<file path="src/common/neopixel_pkg.sv">
package neopixel_pkg;

    // OBI and FIFO word geometry
    localparam int unsigned DataWidth = 32;
    localparam int unsigned AddrWidth = 32;

    // Byte count of a transfer command
    localparam int unsigned LenWidth = 16;

    // Word count derived from the byte count, low two bits dropped
    localparam int unsigned WordCntWidth = LenWidth - 2;

    // Word FIFO between DMA and serializer
    localparam int unsigned FifoDepth = 4;
    localparam int unsigned PtrWidth = $clog2(FifoDepth);
    localparam int unsigned LevelWidth = $clog2(FifoDepth + 1);

    // Outstanding OBI reads
    localparam int unsigned MaxInFlight = 2;
    localparam int unsigned InFlightWidth = $clog2(MaxInFlight + 1);

    // One GRB pixel per word
    localparam int unsigned PixelBits = 24;
    localparam int unsigned BitIdxWidth = $clog2(PixelBits);

    // Waveform timing in clock cycles, shortened for simulation
    localparam int unsigned BitCycles = 10;
    localparam int unsigned T0HighCycles = 3;
    localparam int unsigned T1HighCycles = 7;
    localparam int unsigned CycWidth = $clog2(BitCycles);

    // Low time that makes the strip latch its shifted data
    localparam int unsigned LatchCycles = 50;
    localparam int unsigned LatchCntWidth = $clog2(LatchCycles);

endpackage

</file>
<file path="src/hdl/neopixel_dma.sv">
module neopixel_dma (
    input  logic                                  clk_i,
    input  logic                                  arst_n_i,
    // Transfer command
    input  logic [neopixel_pkg::AddrWidth-1:0]    src_addr_i,
    input  logic [neopixel_pkg::LenWidth-1:0]     num_bytes_i,
    input  logic                                  req_valid_i,
    output logic                                  req_ready_o,
    output logic                                  transfer_done_o,
    output logic                                  busy_o,
    // OBI read port
    output logic                                  obi_req_o,
    output logic [neopixel_pkg::AddrWidth-1:0]    obi_addr_o,
    input  logic                                  obi_gnt_i,
    input  logic                                  obi_rvalid_i,
    input  logic [neopixel_pkg::DataWidth-1:0]    obi_rdata_i,
    // Word FIFO write side
    output logic [neopixel_pkg::DataWidth-1:0]    wr_data_o,
    output logic                                  wr_valid_o,
    input  logic                                  wr_ready_i,
    input  logic [neopixel_pkg::LevelWidth-1:0]   fifo_level_i
);

    localparam int unsigned SumWidth = neopixel_pkg::LevelWidth + 1;

    logic                                    busy_q;
    logic [neopixel_pkg::AddrWidth-1:0]      addr_q;
    logic [neopixel_pkg::WordCntWidth-1:0]   req_left_q;
    logic [neopixel_pkg::WordCntWidth-1:0]   rsp_left_q;
    logic [neopixel_pkg::InFlightWidth-1:0]  inflight_q;
    logic [SumWidth-1:0]                     words_committed;
    logic                                    accept;
    logic                                    room_ok;
    logic                                    gnt_fire;
    logic                                    rsp_fire;

    assign accept = req_valid_i && req_ready_o;

    // FIFO words plus reads still on the bus must stay below the FIFO depth
    assign words_committed = SumWidth'(fifo_level_i) + SumWidth'(inflight_q);
    assign room_ok = (words_committed < SumWidth'(neopixel_pkg::FifoDepth))
                     && (inflight_q < neopixel_pkg::InFlightWidth'(neopixel_pkg::MaxInFlight));

    assign obi_req_o  = busy_q && (req_left_q != '0) && room_ok;
    assign obi_addr_o = addr_q;
    assign gnt_fire   = obi_req_o && obi_gnt_i;

    // Responses go straight into the FIFO
    assign wr_data_o  = obi_rdata_i;
    assign wr_valid_o = obi_rvalid_i;
    assign rsp_fire   = wr_valid_o && wr_ready_i;

    assign req_ready_o     = !busy_q;
    assign busy_o          = busy_q;
    assign transfer_done_o = busy_q && (rsp_left_q == '0);

    always_ff @(posedge clk_i or negedge arst_n_i) begin
        if (!arst_n_i) begin
            busy_q     <= 1'b0;
            req_left_q <= '0;
            rsp_left_q <= '0;
            inflight_q <= '0;
        end else begin
            if (accept) begin
                busy_q     <= 1'b1;
                req_left_q <= num_bytes_i[neopixel_pkg::LenWidth-1:2];
                rsp_left_q <= num_bytes_i[neopixel_pkg::LenWidth-1:2];
            end else if (transfer_done_o) begin
                busy_q <= 1'b0;
            end else begin
                if (gnt_fire) begin
                    req_left_q <= req_left_q - 1'b1;
                end
                if (rsp_fire) begin
                    rsp_left_q <= rsp_left_q - 1'b1;
                end
            end

            // Outstanding reads
            case ({gnt_fire, rsp_fire})
                2'b10:   inflight_q <= inflight_q + 1'b1;
                2'b01:   inflight_q <= inflight_q - 1'b1;
                default: inflight_q <= inflight_q;
            endcase
        end
    end

    // Word address, only meaningful while busy
    always_ff @(posedge clk_i) begin
        if (accept) begin
            addr_q <= {src_addr_i[neopixel_pkg::AddrWidth-1:2], 2'b00};
        end else if (gnt_fire) begin
            addr_q <= addr_q + neopixel_pkg::AddrWidth'(4);
        end
    end

endmodule

</file>
<file path="src/hdl/neopixel_word_fifo.sv">
module neopixel_word_fifo (
    input  logic                                  clk_i,
    input  logic                                  arst_n_i,
    // Write side
    input  logic [neopixel_pkg::DataWidth-1:0]    wr_data_i,
    input  logic                                  wr_valid_i,
    output logic                                  wr_ready_o,
    // Read side
    output logic [neopixel_pkg::DataWidth-1:0]    rd_data_o,
    output logic                                  rd_valid_o,
    input  logic                                  rd_ready_i,
    // Fill count
    output logic [neopixel_pkg::LevelWidth-1:0]   level_o
);

    logic [neopixel_pkg::DataWidth-1:0]   mem_q [neopixel_pkg::FifoDepth];
    logic [neopixel_pkg::PtrWidth-1:0]    wr_ptr_q;
    logic [neopixel_pkg::PtrWidth-1:0]    rd_ptr_q;
    logic [neopixel_pkg::LevelWidth-1:0]  count_q;
    logic                                 push;
    logic                                 pop;

    assign wr_ready_o = count_q != neopixel_pkg::LevelWidth'(neopixel_pkg::FifoDepth);
    assign rd_valid_o = count_q != '0;
    assign rd_data_o  = mem_q[rd_ptr_q];
    assign level_o    = count_q;

    assign push = wr_valid_i && wr_ready_o;
    assign pop  = rd_valid_o && rd_ready_i;

    always_ff @(posedge clk_i or negedge arst_n_i) begin
        if (!arst_n_i) begin
            wr_ptr_q <= '0;
            rd_ptr_q <= '0;
            count_q  <= '0;
        end else begin
            if (push) begin
                wr_ptr_q <= (wr_ptr_q == neopixel_pkg::PtrWidth'(neopixel_pkg::FifoDepth - 1))
                            ? '0 : wr_ptr_q + 1'b1;
            end
            if (pop) begin
                rd_ptr_q <= (rd_ptr_q == neopixel_pkg::PtrWidth'(neopixel_pkg::FifoDepth - 1))
                            ? '0 : rd_ptr_q + 1'b1;
            end
            if (push && !pop) begin
                count_q <= count_q + 1'b1;
            end else if (pop && !push) begin
                count_q <= count_q - 1'b1;
            end
        end
    end

    // Storage
    always_ff @(posedge clk_i) begin
        if (push) begin
            mem_q[wr_ptr_q] <= wr_data_i;
        end
    end

endmodule

</file>
<file path="src/neopixel/neopixel_serializer.sv">
module neopixel_serializer (
    input  logic                                clk_i,
    input  logic                                arst_n_i,
    // Word input from the FIFO
    input  logic [neopixel_pkg::DataWidth-1:0]  word_i,
    input  logic                                word_valid_i,
    output logic                                word_ready_o,
    // One-wire strip output
    output logic                                pixel_o
);

    typedef enum logic [1:0] {
        StIdle,
        StSend,
        StLatch
    } state_e;

    state_e                                    state_q;
    logic [neopixel_pkg::PixelBits-1:0]        shift_q;
    logic [neopixel_pkg::BitIdxWidth-1:0]      bit_idx_q;
    logic [neopixel_pkg::CycWidth-1:0]         cyc_q;
    logic [neopixel_pkg::LatchCntWidth-1:0]    latch_q;
    logic [neopixel_pkg::CycWidth-1:0]         high_cycles;
    logic                                      bit_end;
    logic                                      word_end;
    logic                                      take;

    assign bit_end  = (state_q == StSend)
                      && (cyc_q == neopixel_pkg::CycWidth'(neopixel_pkg::BitCycles - 1));
    assign word_end = bit_end
                      && (bit_idx_q == neopixel_pkg::BitIdxWidth'(neopixel_pkg::PixelBits - 1));

    // New word only when idle or exactly at the end of the last bit
    assign word_ready_o = (state_q == StIdle) || word_end;
    assign take         = word_ready_o && word_valid_i;

    // Pulse width follows the current MSB
    assign high_cycles = shift_q[neopixel_pkg::PixelBits-1]
                         ? neopixel_pkg::CycWidth'(neopixel_pkg::T1HighCycles)
                         : neopixel_pkg::CycWidth'(neopixel_pkg::T0HighCycles);
    assign pixel_o = (state_q == StSend) && (cyc_q < high_cycles);

    always_ff @(posedge clk_i or negedge arst_n_i) begin
        if (!arst_n_i) begin
            state_q   <= StIdle;
            bit_idx_q <= '0;
            cyc_q     <= '0;
            latch_q   <= '0;
        end else begin
            case (state_q)
                StIdle: begin
                    if (take) begin
                        state_q   <= StSend;
                        bit_idx_q <= '0;
                        cyc_q     <= '0;
                    end
                end
                StSend: begin
                    if (bit_end) begin
                        cyc_q     <= '0;
                        bit_idx_q <= bit_idx_q + 1'b1;
                        if (word_end) begin
                            bit_idx_q <= '0;
                            // Starved FIFO at a word boundary latches the strip
                            if (!take) begin
                                state_q <= StLatch;
                                latch_q <= '0;
                            end
                        end
                    end else begin
                        cyc_q <= cyc_q + 1'b1;
                    end
                end
                StLatch: begin
                    if (latch_q == neopixel_pkg::LatchCntWidth'(neopixel_pkg::LatchCycles - 1)) begin
                        state_q <= StIdle;
                    end else begin
                        latch_q <= latch_q + 1'b1;
                    end
                end
                default: state_q <= StIdle;
            endcase
        end
    end

    // Pixel bits, MSB goes out first
    always_ff @(posedge clk_i) begin
        if (take) begin
            shift_q <= word_i[neopixel_pkg::PixelBits-1:0];
        end else if (bit_end) begin
            shift_q <= {shift_q[neopixel_pkg::PixelBits-2:0], 1'b0};
        end
    end

endmodule

</file>
<file path="src/hdl/neopixel_subsys.sv">
module neopixel_subsys (
    input  logic                                clk_i,
    input  logic                                arst_n_i,
    // Transfer command
    input  logic [neopixel_pkg::AddrWidth-1:0]  src_addr_i,
    input  logic [neopixel_pkg::LenWidth-1:0]   num_bytes_i,
    input  logic                                req_valid_i,
    output logic                                req_ready_o,
    output logic                                transfer_done_o,
    output logic                                busy_o,
    // OBI read port
    output logic                                obi_req_o,
    output logic [neopixel_pkg::AddrWidth-1:0]  obi_addr_o,
    input  logic                                obi_gnt_i,
    input  logic                                obi_rvalid_i,
    input  logic [neopixel_pkg::DataWidth-1:0]  obi_rdata_i,
    // Strip data line
    output logic                                pixel_o
);

    logic [neopixel_pkg::DataWidth-1:0]   wr_data;
    logic                                 wr_valid;
    logic                                 wr_ready;
    logic [neopixel_pkg::DataWidth-1:0]   rd_data;
    logic                                 rd_valid;
    logic                                 rd_ready;
    logic [neopixel_pkg::LevelWidth-1:0]  fifo_level;

    neopixel_dma i_dma (
        .clk_i           (clk_i),
        .arst_n_i        (arst_n_i),
        .src_addr_i      (src_addr_i),
        .num_bytes_i     (num_bytes_i),
        .req_valid_i     (req_valid_i),
        .req_ready_o     (req_ready_o),
        .transfer_done_o (transfer_done_o),
        .busy_o          (busy_o),
        .obi_req_o       (obi_req_o),
        .obi_addr_o      (obi_addr_o),
        .obi_gnt_i       (obi_gnt_i),
        .obi_rvalid_i    (obi_rvalid_i),
        .obi_rdata_i     (obi_rdata_i),
        .wr_data_o       (wr_data),
        .wr_valid_o      (wr_valid),
        .wr_ready_i      (wr_ready),
        .fifo_level_i    (fifo_level)
    );

    neopixel_word_fifo i_fifo (
        .clk_i      (clk_i),
        .arst_n_i   (arst_n_i),
        .wr_data_i  (wr_data),
        .wr_valid_i (wr_valid),
        .wr_ready_o (wr_ready),
        .rd_data_o  (rd_data),
        .rd_valid_o (rd_valid),
        .rd_ready_i (rd_ready),
        .level_o    (fifo_level)
    );

    neopixel_serializer i_serializer (
        .clk_i        (clk_i),
        .arst_n_i     (arst_n_i),
        .word_i       (rd_data),
        .word_valid_i (rd_valid),
        .word_ready_o (rd_ready),
        .pixel_o      (pixel_o)
    );

endmodule

</file>
<file path="config.mk">
export PLATFORM = sky130hd
export DESIGN_NAME = neopixel_subsys
export DESIGN_NICKNAME = d
export VERILOG_FILES = /design/src/common/neopixel_pkg.sv /design/src/hdl/neopixel_dma.sv /design/src/hdl/neopixel_word_fifo.sv /design/src/neopixel/neopixel_serializer.sv /design/src/hdl/neopixel_subsys.sv
export SDC_FILE = /design/constraint.sdc
export NUM_CORES = 1
export LEC_CHECK = 0
export BUFFER_PORTS_ARGS = -buffer_cell sky130_fd_sc_hd__clkbuf_2
export CAP_MARGIN = 10
export CORE_MARGIN = 2
export CORE_UTILIZATION = 50
export CTS_BUF_LIST = sky130_fd_sc_hd__clkbuf_8 sky130_fd_sc_hd__clkbuf_16
export CTS_CLUSTER_DIAMETER = 40
export DETAILED_ROUTE_END_ITERATION = 12
export PLACE_DENSITY_LB_ADDON = 0.2
export SLEW_MARGIN = 10
export SYNTH_ARGS = -nofsm -noshare
export SYNTH_HDL_FRONTEND = slang
export SYNTH_SLANG_ARGS = --single-unit
</file>
<file path="constraint.sdc">
create_clock -name clk_i -period 3.4 [get_ports clk_i]
set_input_delay 0.68 -clock clk_i [delete_from_list [all_inputs] [get_ports clk_i]]
set_output_delay 0.68 -clock clk_i [all_outputs]
set_load 0.005 [all_outputs]
</file>
==> results of run 1 <==
## metrics by stage
stage	worst slack [ps]	total power, mW	util, %	hold slack, ps	cells
5_1_grt	127.5	8.198	60.88	290.1	1096
3_5_place_dp	585.9	4.747	55.28	492.6	1042
6_report	236.2	7.839	60.88	232.3	1096
2_1_floorplan	595.8	4.283	-	384.4	712
3_3_place_gp	814.0	4.662	55.28	465.3	1042
4_1_cts	221.9	7.906	60.88	248.0	1096
## cells by family (layout without fill, tap and decap cells)
kind of cell	count (synthesis)	after routing	synth area share, %
adders and majority gates	19	19	2.603
muxes	51	51	8.965
and+or+nand+nor	233	233	12.70
DFF	205	205	62.43
AOI/OAI and AO/OA	111	111	7.252
xor gates and xnor gates	42	42	3.905
buffers and inverters	49	199	2.112
other	1	2	0.03981
## worst max-delay path: stages, from the launching register on
cell	delay (ps)
sky130_fd_sc_hd__dfrtp_1	420
sky130_fd_sc_hd__or4_4	570
sky130_fd_sc_hd__nor4_2	330
sky130_fd_sc_hd__nand2_1	90
sky130_fd_sc_hd__buf_4	200
sky130_fd_sc_hd__inv_2	180
sky130_fd_sc_hd__clkbuf_2	150
## cell usage in the layout (no fill, tap or decap), types with 4 or more instances in the layout
cell type | netlist | final
sky130_fd_sc_hd__o31ai_1 | 7 | 7
sky130_fd_sc_hd__xor2_1 | 29 | 29
sky130_fd_sc_hd__nand4_1 | 15 | 15
sky130_fd_sc_hd__clkbuf_16 | 0 | 30
sky130_fd_sc_hd__nand2_1 | 64 | 64
sky130_fd_sc_hd__nand3_1 | 25 | 25
sky130_fd_sc_hd__a211oi_1 | 8 | 8
sky130_fd_sc_hd__clkbuf_2 | 0 | 107
sky130_fd_sc_hd__mux2_2 | 26 | 26
sky130_fd_sc_hd__nor3_1 | 15 | 15
sky130_fd_sc_hd__o21ai_0 | 42 | 42
sky130_fd_sc_hd__mux4_2 | 24 | 24
sky130_fd_sc_hd__xnor2_1 | 13 | 13
sky130_fd_sc_hd__and4_1 | 8 | 8
sky130_fd_sc_hd__dfrtp_1 | 55 | 55
sky130_fd_sc_hd__a21oi_1 | 13 | 13
sky130_fd_sc_hd__o21ai_1 | 8 | 7
sky130_fd_sc_hd__nor2_1 | 47 | 47
sky130_fd_sc_hd__bufinv_16 | 0 | 4
sky130_fd_sc_hd__inv_6 | 0 | 6
sky130_fd_sc_hd__nor2b_1 | 5 | 4
sky130_fd_sc_hd__buf_4 | 2 | 17
sky130_fd_sc_hd__and3_1 | 16 | 16
sky130_fd_sc_hd__ha_1 | 18 | 18
sky130_fd_sc_hd__edfxtp_1 | 150 | 150
sky130_fd_sc_hd__a31oi_1 | 10 | 10
sky130_fd_sc_hd__nor4_1 | 12 | 12
sky130_fd_sc_hd__nand2b_1 | 4 | 4
sky130_fd_sc_hd__or3_1 | 4 | 4
sky130_fd_sc_hd__inv_1 | 20 | 21
sky130_fd_sc_hd__clkinvlp_4 | 0 | 5
## report_power, final
group / switching [mW] / internal, mW / leakage [nW]
registers: 0.311 / 3.21 / 2.04
clock network: 1.20 / 1.95 / 0.496
logic: 0.650 / 0.515 / 1.76
total: 2.16 / 5.68 / 4.30
## layer usage
layer	global-route usage, %	up-vias	wire, um	share of wire [%]
met3	4.455	32	1088	5.7
met5	0	-	0	0
met2	31.55	146	9022	47
met4	5.421	0	390	2.0
li1	-	2970	-	-
met1	27.11	3021	8584	45
## registers in the layout (all words and copies together) (netlist names)
name	cells
i_dma.busy_o	1
i_dma.inflight_q	2
i_dma.obi_addr_o	30
i_dma.req_left_q	14
i_dma.rsp_left_q	14
i_fifo.level_o	3
i_fifo.mem_q	96
i_fifo.rd_ptr_q	2
i_fifo.wr_ptr_q	2
i_serializer.bit_idx_q	5
i_serializer.cyc_q	4
i_serializer.latch_q	6
i_serializer.shift_q	24
i_serializer.state_q	2
## cell type report
cell class,instances,area (um2)
fill,1435,7269
sequential,205,5881
clock inverter,24,289.0
inverter,21,78.83
timing repair buffer,124,663.1
multi-input combinational,458,3356
tap,234,292.8
clock buffer,30,750.7
## worst min-delay path by stage
stage,from,endpoint,slack [ps],depth (start not counted)
after floorplan,arst_n_i,i_dma.busy_o,380,0
after global placement,i_serializer.bit_idx_q[4],i_serializer.bit_idx_q[4],470,1
after detailed placement,i_dma.inflight_q[1],i_dma.inflight_q[1],490,1
after CTS,arst_n_i,i_fifo.rd_ptr_q[1],250,1
after global routing,arst_n_i,i_fifo.rd_ptr_q[0],290,1
final,arst_n_i,i_serializer.latch_q[3],230,1
==> impl_summary.md, run 1 <==
Timing
The max-slew violation count is 0. The setup TNS after final layout is 0 ps. Setup repair after global routing left no endpoint under its margin.

The clock arrives with 17.69 ps of skew. Setup violations remaining at the end of the flow were counted as 0. The final period utilization is 93.05%. The time the final worst path needs with I/O delays and setup is 3164 ps.

The number of hold-slack violations in the final timing report is 0. The slew at the pin with the worst max-slew slack is 1057 ps. The relative slew slack is 29.48%.

The highest clock frequency the design can meet is 0.3161 GHz.

Global routing
The number of global-route vias before repair is 6251. Entering global routing, the biggest net connects 77 pins. The overall overflow remaining after global route is 0.

The wire length of the first global-routing pass is 31530 um. In the global route stage, overall resource usage came out at 19.58%. The number of antenna violations at the first check in global routing is 0.

Floorplan
The cell row count is 50. The die covers 19950 um2. The area of the core is 18580 um2.

The die is 141.3 um wide. The top-level I/O count is 122. The height of the die is 141.3 um.

The initial core utilization is 50.70%.

Clock tree
The number of hold buffers added after CTS was 0. The CTS buffer count is 30. The insertion delay to the later sink of the worst-skew pair is 540 ps. The number of clock sinks seen by CTS is 205. The clock passes through at most 3 buffers.

CTS built an H-tree with a depth of 1. Once the clock tree was built, the resizer swapped 0 gates to a different size. The clock-pin slew of the registers on the worst-case setup and hold paths is 60 ps.

The number of setup buffers added after CTS is 0. The clock root buffer is sky130_fd_sc_hd__clkbuf_16. TritonCTS built the clock tree.

Synthesis
The flip-flop cell with the highest count after synthesis is sky130_fd_sc_hd__edfxtp_1. sky130_fd_sc_hd__edfxtp_1 is the most common cell in the netlist. The number of instances in the synthesized netlist is 711. Yosys printed 0 warnings. Counting flops and latches in the post-synthesis netlist gives 205.

The number of synthesized flops with an enable pin is 150. The sequential share of the synthesized area is 62.43%. The share of the synthesized area in the top cell type is 47.82%.

In this run the cell area of the synthesized design comes to 9420 um2. Yosys attributes the largest share of cell area to sky130_fd_sc_hd__edfxtp_1 (48%), sky130_fd_sc_hd__dfrtp_1 (15%), sky130_fd_sc_hd__mux4_2 (5.7%). Counting flops with an async set or reset pin after synthesis yields a share of 26.83%. sky130_fd_sc_hd__edfxtp_1 takes more of the synthesized area than any other cell.

After synthesis, the most frequently instantiated cells are sky130_fd_sc_hd__edfxtp_1 (150), sky130_fd_sc_hd__nand2_1 (64), sky130_fd_sc_hd__dfrtp_1 (55). The number of distinct library cells after synthesis is 60. A synthesized cell averages 13.25 um2.

Critical path
The number of cells on the worst reg-to-reg path is 6. The endpoint required time on the critical path is 2720 ps. The worst setup path is captured at an output port.

In this run the critical register-to-register path is captured at i_serializer.bit_idx_q[3]. The largest fanout of any net on the critical path is 12. The worst register-to-register path begins at i_fifo.level_o[0]. The classification of the worst setup path is reg -> out. Data on the critical path arrives at its endpoint at 2480 ps.

The first element of the critical path is i_dma.rsp_left_q[6]. The register-to-register setup slack is 680 ps. The kind of start point of the critical path is a flip-flop. Following the worst setup path forward leads to its endpoint at transfer_done_o.

Layout
The number of nets in the final layout is 944. The fraction of final layout cells sized beyond drive strength 1 is 27.38%. From synthesis to final layout, the design area changed by 20.07%. The number of antenna repair diodes is 0.

The finished layout cell area is 11310 um2.

Route
The overall routed net length is 19090 um. The number of violations reported at the end of detailed-routing iteration 0 is 409. The routed layout has 6169 vias.

The first detailed-routing pass took 7 iterations. Dividing the detail-routed wire length by the instance count gives 17.41 um. The detail route stage leaves a number of antenna-violating nets equal to 0.

The via-per-instance ratio is 5.629. After detailed routing, the number of remaining DRC violations is 0.

Job
Across the run, the number of max-cap violations was 0.

Outcome
The flow ran to the end, and the final reports show no timing, DRC or antenna violations.

Placed design
The number of port buffers is 107. The final RePlAce weighted congestion is 0.8536. The detailed placement HPWL is 12460 um.

The placed instances occupy a cell area of 10270 um2.

Power
The power density over cell area is 693.0 nW/um2. The leakage power of the design is 4.298 nW. IR analysis of the VDD net gives a maximum drop of 0.3462 mV.

Worst hold path
In this run the worst hold path is classified as in -> async.
Power figures use the tool's default switching activity.
==> run 2, diff against run 1 <==
==> constraint.sdc (replaced) <==
create_clock -name clk_i -period 3.4 [get_ports clk_i]
set_input_delay 0.68 -clock clk_i [delete_from_list [all_inputs] [get_ports clk_i]]
set_output_delay 0.68 -clock clk_i [all_outputs]
set_load 0.05 [all_outputs]
==> impl_summary.md, run 2 (same netlist as run 1, synthesis figures left out) <==
Outcome
The flow ran to the end, and the final reports show no timing, DRC or antenna violations.

Timing
The post-route clock skew is 21.19 ps. The setup TNS after final layout is 0 ps. In this run the tightest slew margin relative to its limit is 46.57%. The max-slew violation count is 0. The slew at the pin with the worst max-slew slack is 801.4 ps. Derived from the worst setup path, the maximum achievable clock frequency is 0.3228 GHz. The time the final worst path needs with I/O delays and setup is 3098 ps.

In the finished design, the share of the clock period the worst path needs comes to 91.11%. The number of hold-slack violations in the final timing report is 0. Setup repair after global routing left no endpoint under its margin.

The setup-violating endpoint count in the final report is 0.

Floorplan
The total area inside the core boundary comes to 18580 um2. The die boundary width is 141.3 um. The top-level I/O count is 122. The die area is 19950 um2. After floorplanning, the core was divided into 50 placement rows.

For this configuration, the core starts out at a cell density of 50.70%. The die is 141.3 um tall.

Layout
The finished layout cell area is 11280 um2. The area growth from synthesis to layout is 19.76%. The finished layout holds 1102 standard cells, fillers aside. In the final layout, the multi-input gates occupy 3357 um2. In the layout the commonest cells are sky130_fd_sc_hd__edfxtp_1 (150), sky130_fd_sc_hd__clkbuf_2 (107), sky130_fd_sc_hd__nand2_1 (64).

The fraction of final layout cells sized beyond drive strength 1 is 27.19%. The register with the most flip-flops in the layout has 96 of them. The final design utilization is 60.72%.

The filler cell count is 1489. The number of antenna repair diodes is 0. More flip-flops sit in one register than any other, and that register is i_fifo.mem_q. The area occupied by registers is 5881 um2.

The leading cell type in the layout, fill and taps excluded is sky130_fd_sc_hd__edfxtp_1. The net count of the finished layout is 948.

Power
The worst ir drop on vdd is 0.4771 mV. The internal power component is 5.595 mW. After layout, the design draws a total of 7.881 mW. Net switching is 29.00% of the power.

The net switching power is 2.286 mW. The leakage power of the design is 4.325 nW. The proportion of power drawn by the clock network is 37.4%. In this run, flip-flops and latches consume 44.8% of the power.

The combinational group share of total power is 17.8%. Power spread over the standard cell area amounts to 698.6 nW/um2.

Placed design
The number of port buffers is 107. The placed standard-cell area is 10290 um2. The final RePlAce weighted congestion is 0.8649. After detailed placement, the design holds a cell count of 1045. The detailed placement HPWL is 12830 um.

Job
The tool flagged a number of max-cap violations equal to 0.

Critical path
The endpoint required time on the critical path is 2720 ps. In this run the worst path has a maximum fanout of 6. At the worst endpoint, the arrival time is 2420 ps. The kind of end point of the critical path is an output port.

The kind of start point of the critical path is a flip-flop. The critical path is of the reg -> out type.

Route
Wires add up to 19500 um. The via total after detailed routing is 6245. The number of nets with antenna violations after routing is 0. The DRC violation count after routing is 0. The routed wire length per instance is 17.70 um. After the first detailed-routing iteration, the DRC count stood at 405. The via-per-instance ratio is 5.667.

The first TritonRoute pass finished after 5 iterations.

Clock tree
The CTS buffer count is 31. The clock-pin slew of the registers on the worst-case setup and hold paths is 50 ps. The number of clock sinks seen by CTS is 205. The clock root buffer is sky130_fd_sc_hd__clkbuf_16. The post-cts hold buffer count is 0. At the later pin of the worst-skew pair, clock insertion delay measures 550 ps. The number of setup buffers added after CTS is 0. The number of gates resized after CTS is 0. In this run the number of H-tree levels came out at 1. In this run the deepest clock path goes through 3 buffers. TritonCTS built the clock tree.

Global routing
Global routing consumed, over all layers together, 19.94% of the routing resources. The number of antenna violations at the first check in global routing is 1. The number of global-route vias before repair is 6375.

Entering global routing, the biggest net connects 64 pins. The total overflow left after global routing is 0. The wire length of the first global-routing pass is 32100 um.

Worst hold path
The worst hold path belongs to the class in -> async.
==> run 2: changes by cell type in the layout (fill, tap and decap cells not counted), moves of 3 or more <==
cell | before | now
sky130_fd_sc_hd__clkinv_2 | 0 | 7
sky130_fd_sc_hd__inv_1 | 21 | 25
sky130_fd_sc_hd__inv_6 | 6 | 1
sky130_fd_sc_hd__clkbuf_8 | 0 | 3
sky130_fd_sc_hd__buf_4 | 17 | 20
sky130_fd_sc_hd__clkinvlp_4 | 5 | 2
==> run 2: power groups by stage <==
| stage | clock network [mW] | logic (mW) | registers, mW |
|---|---|---|---|
| 5_1_grt | 3.11 | 1.55 | 3.59 |
| 4_1_cts | 2.99 | 1.42 | 3.53 |
| 2_1_floorplan | 0 | 0.812 | 3.70 |
| 3_5_place_dp | 0 | 1.41 | 3.57 |
| 3_3_place_gp | 0 | 1.35 | 3.53 |
| 6_report | 2.95 | 1.40 | 3.53 |
==> run 2: through the flow <==
| stage | setup slack, ps | hold WS (ps) |
|---|---|---|
| floorplan | 234.0 | 384.4 |
| global placement | 694.5 | 465.2 |
| detailed placement | 593.9 | 489.7 |
| CTS | 296.3 | 236.5 |
| global route | 192.6 | 265.1 |
| finish | 302.1 | 214.3 |
==> run 2: worst max-delay path: stages (launching register included) <==
cell and delay [ps]:
sky130_fd_sc_hd__dfrtp_1 390, sky130_fd_sc_hd__inv_1 100, sky130_fd_sc_hd__ha_1 250, sky130_fd_sc_hd__nor4b_1 390
sky130_fd_sc_hd__and4b_1 410, sky130_fd_sc_hd__nor2_1 90, sky130_fd_sc_hd__clkbuf_2 240
==> run 2: final timing paths <==
path                            slack (ps)  cells past startpoint           startpoint                 endpoint
worst max-delay path                   300                      6  i_dma.req_left_q[0]                obi_req_o
worst min register to register         500                      1  i_dma.inflight_q[1]      i_dma.inflight_q[1]
worst max register to register         550                      7    i_fifo.level_o[1]     i_dma.obi_addr_o[24]
worst min-delay path                   210                      1             arst_n_i  i_serializer.latch_q[2]
max in group asynchronous             2480                      2             arst_n_i      i_dma.rsp_left_q[7]
min in group clk_i                     360                      1      obi_rdata_i[23]      i_fifo.mem_q[1][23]
==> run 2: routing by layer <==
layer	global-route usage, %	up-vias	share of wire (%)
met5	0	-	0
met2	32.58	159	48
li1	-	2975	-
met4	5.316	0	1.8
met3	4.016	40	5.4
met1	27.66	3071	45
==> run 2: final cells by class <==
type	instances	area share (%)
clock buffers	34	7.242
inverters	21	0.6987
multi-input cells	458	29.75
repair buffers	127	6.077
flip-flops and latches	205	52.12
well taps	234	2.595
clock inverters	23	1.508
==> run 3, diff against run 2 <==
--- a/config.mk
+++ b/config.mk
@@ -16,4 +16,5 @@
 export SLEW_MARGIN = 10
 export SYNTH_ARGS = -nofsm -noshare
 export SYNTH_HDL_FRONTEND = slang
+export SYNTH_HIERARCHICAL = 1
 export SYNTH_SLANG_ARGS = --single-unit
==> constraint.sdc (replaced) <==
create_clock -name clk_i -period 2.7 [get_ports clk_i]
set_input_delay 0.54 -clock clk_i [delete_from_list [all_inputs] [get_ports clk_i]]
set_output_delay 0.54 -clock clk_i [all_outputs]
set_load 0.05 [all_outputs]
==> impl_summary.md, run 3 <==
Route
In the final routed layout, each cell accounts on average for 17.83 um. The number of violations reported at the end of detailed-routing iteration 0 is 292. The first-pass iteration count of the detailed router is 4.

For this run, design rule violations remaining after detail routing come to 0. Summed over all layers, the routed wires come to 20410 um. Across all layers, the routed design uses 6316 vias. Once detail routing completed, the nets flagged for antenna violations numbered 0.

The via-per-instance ratio is 5.516.

Power
The worst ir drop on vdd is 0.7226 mV. Summed over all cells, the static leakage comes to 4.502 nW. The power density over cell area is 937.9 nW/um2. The overall power of the completed layout is 10.96 mW.

Critical path
The classification of the worst setup path is reg -> out. For the worst setup path, the data required time is 2160 ps. The endpoint identified for the worst register-to-register timing path is i_dma/inflight_q[1].

The kind of cell adding the most delay to the critical path is simple AND/OR/NAND/NOR gates. The slowest stage of the critical path belongs to the cell sky130_fd_sc_hd__or4b_4. The kind of end point of the critical path is an output port. The largest single stage delay on the critical path is 480 ps. The worst register-to-register path has a setup slack of 180 ps.

The worst register-to-register path begins at i_dma/req_left_q[1]. The largest fanout of any net on the critical path is 3. STA classifies the critical path startpoint as a flip-flop. The data arrival time of the critical path is 2120 ps.

The worst register-to-register path has a depth of 12. The buffers plus inverters on the worst setup path is 2. Walking the worst path, the cells encountered are inv_2 -> ha_4 -> or4b_4 -> nor4_4 -> nor2_2 -> buf_8.

Global routing
The first global-routing pass estimated 31880 um of wire. The number of global-route vias before repair came to 6401. The number of antenna violations at the first check in global routing is 0. The total overflow left after global routing is 0. The all-layer global routing usage is 19.44%. The largest net degree at the start of global routing is 59.

Layout
The area growth from synthesis to layout is 17.93%. The register with the most flip-flops in the layout has 96 of them. The fraction of final layout cells sized beyond drive strength 1 is 30.83%. The library cells used most frequently in the layout, excluding fill and tap cells, are sky130_fd_sc_hd__edfxtp_1 (150), sky130_fd_sc_hd__clkbuf_2 (105), sky130_fd_sc_hd__nand2_1 (66). Leaving out fill and tap cells, the most frequent cell in the layout is sky130_fd_sc_hd__edfxtp_1. In the final design database the tool counted 959 nets. The register with the most flip-flops in the final layout is i_fifo/mem_q.

Placed design
At the end of routability-driven placement, the weighted congestion stood at 0.8112. The number of port buffers is 107. Once detailed placement completed, the half-perimeter wirelength came to 13010 um.

Job
The max-capacitance violation count is 0.

Timing
The post-route clock skew is 18.40 ps. The setup-violating endpoint count in the final report is 0. The final hold slack is 143.8 ps. Setup repair after global routing could not meet its margin everywhere. The max-slew violation count came to 0.

The number of hold-slack violations in the final timing report is 0. The relative slew slack is 49.79%. For the finished layout, the period the worst path requires is 2656 ps. The final period utilization is 98.36%.

The highest clock frequency the design can meet is 0.3766 GHz. At the pin with the least slew margin, the transition time is 753.1 ps.

Clock tree
TritonCTS built the clock tree. The clock root buffer is sky130_fd_sc_hd__clkbuf_16. In this run, CTS created clock tree buffers numbering 31. The clock-pin slew of the registers on the worst-case setup and hold paths is 50 ps. The count of H-tree levels built during CTS is 1. Clock tree synthesis found a total of 205 sinks. The number of hold buffers added after CTS was 0. The worst-case clock buffer depth is 3. The clock reaches the later pin of the worst-skew pair after 550 ps.

Synthesis
The netlist area before placement is 9907 um2. A synthesized cell averages 13.33 um2. The warning count from the yosys run is 6. Counting every instance in the synthesized netlist gives 743.

Floorplan
In this run the standard cell core region covers 19460 um2. Measured along the y axis, the die boundary spans 144.8 um. The cell row count is 51. The initial core utilization is 50.90%.

The die boundary width is 144.8 um. The die covers 20960 um2. The top-level I/O count is 122.

Worst hold path
The min-delay analysis places its worst path in the category in -> async.

Outcome
The run finished with clean final reports.
run 3: stage by stage:
step	setup TNS, ps	cells	area (um2)	util [%]	worst slack, ps
final	0	1145	11680	60.03	44.31
after global routing	-17.86	1144	11680	60.02	-12.60
after CTS	0	1141	11650	59.84	10.59
after detailed placement	0	1079	10550	54.22	226.3
after global placement	0	1079	10550	54.22	295.2
after floorplan	-24.12	744	9921	-	-24.12
run 3: where the power goes:
part | internal [mW] | switching [mW] | total (mW)
clock network | 2.35 | 1.49 | 3.84
logic | 0.980 | 1.40 | 2.38
registers | 4.21 | 0.528 | 4.74
total | 7.54 | 3.42 | 11.0
run 3: area by class of cell:
cell class | instances | area (um2)
clock inverters | 25 | 225.2
clock buffers | 32 | 789.5
diodes | 1 | 2.502
flip-flops and latches | 205 | 5881
multi-input cells | 462 | 3593
inverters | 21 | 78.83
fillers | 1570 | 7779
well taps | 265 | 331.6
repair buffers | 134 | 782.0
run 3: how the worst max path moves through the flow:
stage | from | end | cells past startpoint
floorplan | i_dma/busy_o | i_dma/req_left_q[0] | 6
global placement | i_dma/req_left_q[0] | obi_req_o | 6
detailed placement | i_dma/req_left_q[0] | i_dma/inflight_q[1] | 9
CTS | i_dma/req_left_q[1] | obi_req_o | 6
global route | i_dma/req_left_q[1] | obi_req_o | 6
finish | i_dma/req_left_q[1] | obi_req_o | 6
run 3: worst reg2reg max path, cell delays in order, from the launching register on:
cell and delay (ps):
sky130_fd_sc_hd__dfrtp_1 400, sky130_fd_sc_hd__inv_2 80, sky130_fd_sc_hd__ha_4 140, sky130_fd_sc_hd__or4b_4 480, sky130_fd_sc_hd__nor4_4 210, sky130_fd_sc_hd__buf_4 160, sky130_fd_sc_hd__buf_4 90, sky130_fd_sc_hd__buf_4 100
sky130_fd_sc_hd__nor2_1 70, sky130_fd_sc_hd__inv_1 120, sky130_fd_sc_hd__ha_1 270, sky130_fd_sc_hd__nor2_1 160, sky130_fd_sc_hd__xor2_1 160
run 3: timing repair:
item,CTS,global route
endpoints found under the setup margin,2,2
pin swaps,3,0
gates resized for setup,12,3
setup buffers,5,3
hold endpoints to repair,0,0
run 3: metal layers:
metal  global-route usage (%)  vias up  part of all wire, %
met4                    5.825        0                  2.2
li1                         -     2989                    -
met1                    24.54     3129                   41
met5                        0        -                    0
met2                    33.74      160                   51
met3                    4.245       38                  5.4
